==> src/hdl/ooo_pkg.sv <==
`default_nettype none

package ooo_pkg;

    localparam int XLEN    = 32;
    localparam int REG_NUM = 32;
    localparam int TAG_W   = 3;

    typedef logic [XLEN-1:0]  data_t;
    typedef logic [4:0]       regnm_t;
    typedef logic [31:0]      pc_t;
    typedef logic [31:0]      imm_t;
    typedef logic [5:0]       op_t;
    typedef logic [TAG_W-1:0] tag_t;     // Zero means no pending producer

    // Store class never renames a destination
    localparam op_t OP_SB = 6'd25;
    localparam op_t OP_SH = 6'd26;
    localparam op_t OP_SW = 6'd27;

    typedef enum logic [1:0] {
        EMPTY,
        WAITING,                         // Allocated and awaiting its result
        DONE
    } rob_slot_state_e;

    function automatic logic is_store(op_t op);
        return (op == OP_SB) || (op == OP_SH) || (op == OP_SW);
    endfunction

endpackage

`default_nettype wire
==> src/hdl/rename_core.sv <==
`timescale 1ns/100ps
`default_nettype none

module rename_core #(
    parameter int ROB_DEPTH = 7                // At most 2**TAG_W - 1
) (
    input  wire                  clk,
    input  wire                  rst,
    input  wire                  clr,

    input  wire                  in_en,
    input  wire ooo_pkg::regnm_t in_rs1,
    input  wire ooo_pkg::regnm_t in_rs2,
    input  wire ooo_pkg::regnm_t in_rd,
    input  wire ooo_pkg::op_t    in_op,
    input  wire ooo_pkg::pc_t    in_pc,
    input  wire ooo_pkg::imm_t   in_imm,
    input  wire                  in_pd,
    output logic                 in_rdy,

    output logic                 dp_en,
    output ooo_pkg::tag_t        dp_tag,
    output ooo_pkg::data_t       dp_rs1_dt,
    output ooo_pkg::data_t       dp_rs2_dt,
    output ooo_pkg::tag_t        dp_rs1_tag,
    output ooo_pkg::tag_t        dp_rs2_tag,
    output ooo_pkg::regnm_t      dp_rd,
    output ooo_pkg::op_t         dp_op,
    output ooo_pkg::pc_t         dp_pc,
    output ooo_pkg::imm_t        dp_imm,
    output logic                 dp_pd,

    input  wire                  wb_en,
    input  wire ooo_pkg::tag_t   wb_tag,
    input  wire ooo_pkg::data_t  wb_data,

    output logic                 cm_en,
    output ooo_pkg::regnm_t      cm_rd,
    output ooo_pkg::data_t       cm_data,
    output ooo_pkg::tag_t        cm_tag
);

    import ooo_pkg::*;

    logic alloc_en;
    tag_t alloc_tag;

    assign alloc_en = in_en && in_rdy;         // Accepted issue

    regfile u_regfile (
        .clk        (clk),
        .rst        (rst),
        .clr        (clr),
        .alloc_en   (alloc_en),
        .in_rs1     (in_rs1),
        .in_rs2     (in_rs2),
        .in_rd      (in_rd),
        .in_op      (in_op),
        .in_pc      (in_pc),
        .in_imm     (in_imm),
        .in_pd      (in_pd),
        .alloc_tag  (alloc_tag),
        .cm_en      (cm_en),
        .cm_rd      (cm_rd),
        .cm_data    (cm_data),
        .cm_tag     (cm_tag),
        .dp_en      (dp_en),
        .dp_tag     (dp_tag),
        .dp_rs1_tag (dp_rs1_tag),
        .dp_rs2_tag (dp_rs2_tag),
        .dp_rs1_dt  (dp_rs1_dt),
        .dp_rs2_dt  (dp_rs2_dt),
        .dp_rd      (dp_rd),
        .dp_op      (dp_op),
        .dp_pc      (dp_pc),
        .dp_imm     (dp_imm),
        .dp_pd      (dp_pd)
    );

    reorder_buffer #(
        .ROB_DEPTH (ROB_DEPTH)
    ) u_reorder_buffer (
        .clk       (clk),
        .rst       (rst),
        .clr       (clr),
        .alloc_en  (alloc_en),
        .alloc_rd  (in_rd),
        .wb_en     (wb_en),
        .wb_tag    (wb_tag),
        .wb_data   (wb_data),
        .in_rdy    (in_rdy),
        .alloc_tag (alloc_tag),
        .cm_en     (cm_en),
        .cm_rd     (cm_rd),
        .cm_data   (cm_data),
        .cm_tag    (cm_tag)
    );

endmodule

`default_nettype wire

==> src/hdl/reorder_buffer.sv <==
`timescale 1ns/100ps
`default_nettype none

module reorder_buffer #(
    parameter int ROB_DEPTH = 7
) (
    input  wire                  clk,
    input  wire                  rst,
    input  wire                  clr,

    input  wire                  alloc_en,
    input  wire ooo_pkg::regnm_t alloc_rd,

    input  wire                  wb_en,
    input  wire ooo_pkg::tag_t   wb_tag,
    input  wire ooo_pkg::data_t  wb_data,

    output logic                 in_rdy,
    output ooo_pkg::tag_t        alloc_tag,
    output logic                 cm_en,
    output ooo_pkg::regnm_t      cm_rd,
    output ooo_pkg::data_t       cm_data,
    output ooo_pkg::tag_t        cm_tag
);

    import ooo_pkg::*;

    localparam int IDX_W = (ROB_DEPTH > 1) ? $clog2(ROB_DEPTH) : 1;
    localparam int CNT_W = $clog2(ROB_DEPTH + 1);

    typedef logic [IDX_W-1:0] idx_t;
    typedef logic [CNT_W-1:0] cnt_t;

    rob_slot_state_e slot_state [ROB_DEPTH];
    regnm_t          slot_rd    [ROB_DEPTH];
    data_t           slot_val   [ROB_DEPTH];

    idx_t head;
    idx_t tail;
    cnt_t count;

    logic push;
    logic pop;
    logic wb_hit;
    idx_t wb_slot;

    function automatic idx_t next_idx(idx_t idx);
        if (idx == idx_t'(ROB_DEPTH - 1)) begin
            return '0;
        end
        return idx + 1'b1;
    endfunction

    assign in_rdy    = (count != cnt_t'(ROB_DEPTH));
    assign alloc_tag = tag_t'(tail) + 1'b1;    // Slot k carries tag k+1

    // Head retires once its result is in
    assign cm_en   = (slot_state[head] == DONE) && !clr;
    assign cm_rd   = slot_rd[head];
    assign cm_data = slot_val[head];
    assign cm_tag  = tag_t'(head) + 1'b1;

    assign push = alloc_en && in_rdy;
    assign pop  = cm_en;

    assign wb_slot = idx_t'(wb_tag - 1'b1);
    assign wb_hit  = wb_en && (wb_tag != '0) && (wb_tag <= tag_t'(ROB_DEPTH))
                     && (slot_state[wb_slot] == WAITING);

    always_ff @(posedge clk) begin
        if (rst || clr) begin
            head  <= '0;
            tail  <= '0;
            count <= '0;
        end else begin
            if (push) begin
                tail <= next_idx(tail);
            end
            if (pop) begin
                head <= next_idx(head);
            end
            case ({push, pop})
                2'b10:   count <= count + 1'b1;
                2'b01:   count <= count - 1'b1;
                default: count <= count;
            endcase
        end
    end

    always_ff @(posedge clk) begin
        if (rst || clr) begin
            for (int i = 0; i < ROB_DEPTH; i++) begin
                slot_state[i] <= EMPTY;
            end
        end else begin
            if (wb_hit) begin
                slot_state[wb_slot] <= DONE;
            end
            if (pop) begin
                slot_state[head] <= EMPTY;
            end
            if (push) begin
                slot_state[tail] <= WAITING;
            end
        end
    end

    always_ff @(posedge clk) begin
        if (push && !clr) begin
            slot_rd[tail] <= alloc_rd;
        end
        if (wb_hit && !clr) begin
            slot_val[wb_slot] <= wb_data;
        end
    end

endmodule

`default_nettype wire

==> src/hdl/regfile.sv <==
`timescale 1ns/100ps
`default_nettype none

module regfile (
    input  wire                  clk,
    input  wire                  rst,
    input  wire                  clr,

    input  wire                  alloc_en,
    input  wire ooo_pkg::regnm_t in_rs1,
    input  wire ooo_pkg::regnm_t in_rs2,
    input  wire ooo_pkg::regnm_t in_rd,
    input  wire ooo_pkg::op_t    in_op,
    input  wire ooo_pkg::pc_t    in_pc,
    input  wire ooo_pkg::imm_t   in_imm,
    input  wire                  in_pd,
    input  wire ooo_pkg::tag_t   alloc_tag,

    input  wire                  cm_en,
    input  wire ooo_pkg::regnm_t cm_rd,
    input  wire ooo_pkg::data_t  cm_data,
    input  wire ooo_pkg::tag_t   cm_tag,

    output logic                 dp_en,
    output ooo_pkg::tag_t        dp_tag,
    output ooo_pkg::tag_t        dp_rs1_tag,
    output ooo_pkg::tag_t        dp_rs2_tag,
    output ooo_pkg::data_t       dp_rs1_dt,
    output ooo_pkg::data_t       dp_rs2_dt,
    output ooo_pkg::regnm_t      dp_rd,
    output ooo_pkg::op_t         dp_op,
    output ooo_pkg::pc_t         dp_pc,
    output ooo_pkg::imm_t        dp_imm,
    output logic                 dp_pd
);

    import ooo_pkg::*;

    data_t reg_dt  [REG_NUM];
    tag_t  reg_tag [REG_NUM];

    logic  rename_we;
    logic  commit_we;

    assign rename_we = alloc_en && (in_rd != '0) && !is_store(in_op);
    // Stale results lose against a newer rename of the same register
    assign commit_we = cm_en && (cm_rd != '0) && (reg_tag[cm_rd] == cm_tag);

    always_ff @(posedge clk) begin
        if (rst) begin
            dp_en <= 1'b0;
        end else if (clr) begin
            dp_en <= 1'b0;
        end else begin
            dp_en <= alloc_en;
        end
    end

    // Operands sampled before this edge's tag and commit writes land
    always_ff @(posedge clk) begin
        if (alloc_en) begin
            dp_tag     <= alloc_tag;
            dp_rs1_dt  <= reg_dt[in_rs1];
            dp_rs2_dt  <= reg_dt[in_rs2];
            dp_rs1_tag <= reg_tag[in_rs1];
            dp_rs2_tag <= reg_tag[in_rs2];
            dp_rd      <= in_rd;
            dp_op      <= in_op;
            dp_pc      <= in_pc;
            dp_imm     <= in_imm;
            dp_pd      <= in_pd;
        end
    end

    always_ff @(posedge clk) begin
        if (rst) begin
            for (int i = 0; i < REG_NUM; i++) begin
                reg_dt[i]  <= '0;
                reg_tag[i] <= '0;
            end
        end else if (clr) begin
            for (int i = 0; i < REG_NUM; i++) begin
                reg_tag[i] <= '0;          // Values survive a flush
            end
        end else begin
            if (commit_we) begin
                reg_dt[cm_rd]  <= cm_data;
                reg_tag[cm_rd] <= '0;
            end
            if (rename_we) begin
                reg_tag[in_rd] <= alloc_tag;   // Wins over a same-edge commit
            end
        end
    end

endmodule

`default_nettype wire

==> config.mk <==
export PLATFORM = sky130hd
export DESIGN_NAME = rename_core
export DESIGN_NICKNAME = d
export VERILOG_FILES = /design/src/hdl/ooo_pkg.sv /design/src/hdl/rename_core.sv /design/src/hdl/reorder_buffer.sv /design/src/hdl/regfile.sv
export SDC_FILE = /design/constraint.sdc
export NUM_CORES = 2
export LEC_CHECK = 0
export ABC_AREA = 1
export BUFFER_PORTS_ARGS = -buffer_cell sky130_fd_sc_hd__buf_2
export CELL_PAD_IN_SITES_DETAIL_PLACEMENT = 0
export CELL_PAD_IN_SITES_GLOBAL_PLACEMENT = 2
export CORE_MARGIN = 2
export CORE_UTILIZATION = 30
export CTS_CLUSTER_DIAMETER = 30
export CTS_CLUSTER_SIZE = 16
export DETAILED_ROUTE_END_ITERATION = 10
export PLACE_DENSITY = 0.68
export SYNTH_ARGS = -nofsm -noshare
export SYNTH_HDL_FRONTEND = slang
export SYNTH_SLANG_ARGS = --single-unit
==> constraint.sdc <==
create_clock -name clk -period 5.05 [get_ports clk]
set_input_delay 0.505 -clock clk [delete_from_list [all_inputs] [get_ports clk]]
set_output_delay 0.505 -clock clk [all_outputs]
set_load 0.05 [all_outputs]
==> results.ini <==
[logic_synthesis]
yosysUniqueCellTypes=50
synth_top_area_share_pct=59.4
async_flop_share_pct=0
synth_area_leader_cell=edfxtp_1
ys_seq_area_share_pct=60.1
ys_top_cells_by_area=edfxtp_1, nor2_1, o21ai_0, o221ai_1, nand2_1
synth_top_flop_cell=edfxtp_1
yosysWarnings=0
synth_area_per_cell_sq_um=9.66
ys_ff_latch=1557
syn_inst=8005
synth_area_sq_um=77300
synth-edff-count=1528

[clock_network]
cts_buffers=399
cts_tree=yes
htree_levels=5
clk_transition_reported_paths_ps=50
post_cts_resized=0
clock-sinks=1557
cts_buffer_depth=4
insertion_delay_ps=970
cts-root-buf=clkbuf_16

[min_path]
min_path_type=input port to flop

[global_routing]
grt_start_max_net_pins=153
overflow=0
antenna_found_initial=15
grt_pass1_wl_mm=496
grt_pass1_vias=66500
track_usage_pct=26.0

[critical_path]
cp.arrival_ps=4980
crit_required_ps=5600
path_max_fanout=31
criticalPathCategory=flop to flop
endpoint_kind=flop
crit_path_start_kind=flop

[drt]
routed_via_density=5.64
first_iter_violations=8368
wirelength_mm=352
dr.pass1.iters=8
remaining_drc_errors=0
wl_per_cell_um=29.1
vias=68200
postRouteAntennaNets=0

[finish]
drive_gt1_share_pct=16.0
final_cell_mix=nor2_1, edfxtp_1, o21ai_0
syn2layout_area_growth_pct=26.5
layout_commonest_cell=nor2_1
nets=8505

[sta]
setup_tns_ps=0
finalSetupViolCount=0
skew_ps=97.2
hold_viol=0
rsz0062_at_grt=false
max_freq_mhz=226
period_share_pct=87.8
slew_headroom_pct=27.1
slew_viol_final=0
tightest_slew_ps=1090
layout_min_cycle_time_ps=4430

[floorplanning]
die_h_um=512
core-area_sq_um=256000
num_rows=186
die-area_sq_um=262000
io_pins=318
initial_core_util_pct=30.1
die_w_um=512

[power]
p_leak_uw=0.0361
power.total_uw=44400
vdd_drop_max_mv=0.319
power.density_nw_per_um2=454

[place]
portBuffers=317
hpwlAfterDp_mm=207
gp_congestion=0.854

[job]
cap_violations=0

[status]
run_status=complete, no violations

==> critical path, cell delays in order (launching register included) <==
cell,delay (ps)
dfxtp_4,510
clkinv_2,300
nand2_1,170
nand3_1,80
nand2_1,90
nand2_2,60
nand2_2,400
buf_12,230
nand2_1,60
nand2_1,50
nand2_1,40
nand2_1,100
nand2_1,70
nand2_1,60
nor2_1,50
nand3_1,90
nand2_2,100
nor2_8,120
buf_12,320
nand3_4,400
nand2_2,170
buf_4,420
==> logic make-up (layout without fill, tap and decap cells) <==
logic type      count (synthesis)  count (layout)  share of synthesized area, %
other cells                     1              38                       0.00485
flops                        1557            1557                          60.1
mux                             1               1                        0.0129
simple gates                 3307            3307                          17.5
compound gates               2148            2148                          16.9
buf+inv                       979            1656                          5.36
fa+ha+maj                      10              10                         0.172
xor+xnor                        2               2                        0.0227
==> report_power, final <==
group          internal (uW)  switching [uW]  leakage [uW]
clock                  17900            8300       0.00664
combinational            840            2560        0.0138
sequential             14700             219        0.0156
==> area by class of cell <==
cell class	instances	area, sq um
fillers	25000	159000
diodes	3	7.51
inverters	222	900
multi-input cells	5503	27000
well taps	3384	4230
clock buffers	457	10300
flip-flops and latches	1557	46500
repair buffers	686	5320
clock inverters	291	3580
==> sequential cells by signal (all words and copies together), names as in the netlist, named ones only <==
register and count:
u_regfile.dp_en 1, u_regfile.dp_imm 32, u_regfile.dp_op 6, u_regfile.dp_pc 32
u_regfile.dp_pd 1, u_regfile.dp_rd 5, u_regfile.dp_rs1_dt 32, u_regfile.dp_rs1_tag 3
u_regfile.dp_rs2_dt 32, u_regfile.dp_rs2_tag 3, u_regfile.dp_tag 3, u_regfile.reg_dt 1024
u_regfile.reg_tag 96, u_reorder_buffer.count 3, u_reorder_buffer.head 3, u_reorder_buffer.slot_rd 35
u_reorder_buffer.slot_state 16, u_reorder_buffer.slot_val 224, u_reorder_buffer.tail 3
==> metrics by stage <==
| step | hold WS [ps] | std cells | util, % | setup WS (ps) | instance area [sq um] |
|---|---|---|---|---|---|
| floorplan | 439 | 8039 | - | 434 | 77400 |
| detailed placement | 456 | 11200 | 32.3 | 684 | 82800 |
| global placement | 448 | 11200 | 32.3 | 681 | 82800 |
| global route | 97.0 | 12100 | 38.1 | 299 | 97800 |
| finish | 58.0 | 12100 | 38.1 | 618 | 97800 |
| CTS | 28.0 | 12100 | 38.1 | 628 | 97800 |
==> what timing repair did <==
item                      4_1_cts  5_1_grt
hold buffers                  110        0
hold endpoints to repair      337        0
setup buffers                   0        0
==> final timing paths <==
path | end | slack [ps] | cells past startpoint | startpoint
max | u_regfile.reg_dt[4][31] | 620 | 21 | flop
min reg2reg | u_reorder_buffer.slot_state[0][1] | 460 | 1 | u_reorder_buffer.slot_state[0][1]
max reg2reg | u_regfile.reg_dt[4][31] | 620 | 21 | flop
min | u_reorder_buffer.slot_state[7][0] | 60 | 3 | wb_tag[0]
==> cell usage after synthesis, types with 2 or more instances <==
master and number:
a21oi_1 158, a31oi_1 83, a32o_1 26, a32oi_1 60, buf_1 16, buf_12 2, buf_2 71, buf_4 3
buf_6 40, buf_8 3, clkbuf_1 622, clkinv_1 5, dfxtp_1 29, edfxtp_1 1528, ha_1 9, inv_1 211
inv_2 4, inv_4 2, nand2_1 651, nand2_2 7, nand3_1 213, nand3_4 30, nand3b_1 30, nand4_1 2
nor2_1 2267, nor2_2 80, nor2_4 2, nor3_1 20, o211ai_1 74, o21ai_0 1224, o21ai_1 5, o221ai_1 378
o22ai_1 130, o311ai_0 2, or2_1 2, xnor2_1 2
==> per-layer routing <==
metal / global-route usage [%] / share of wire (%) / vias to the layer above
met3: 4.84 / 8.7 / 735
met1: 34.1 / 41 / 34100
met2: 41.8 / 46 / 3946
met4: 11.2 / 4.3 / 6
li1: - / - / 29400
met5: 0 / 0.011 / -
(Power assumes the default switching activity.)
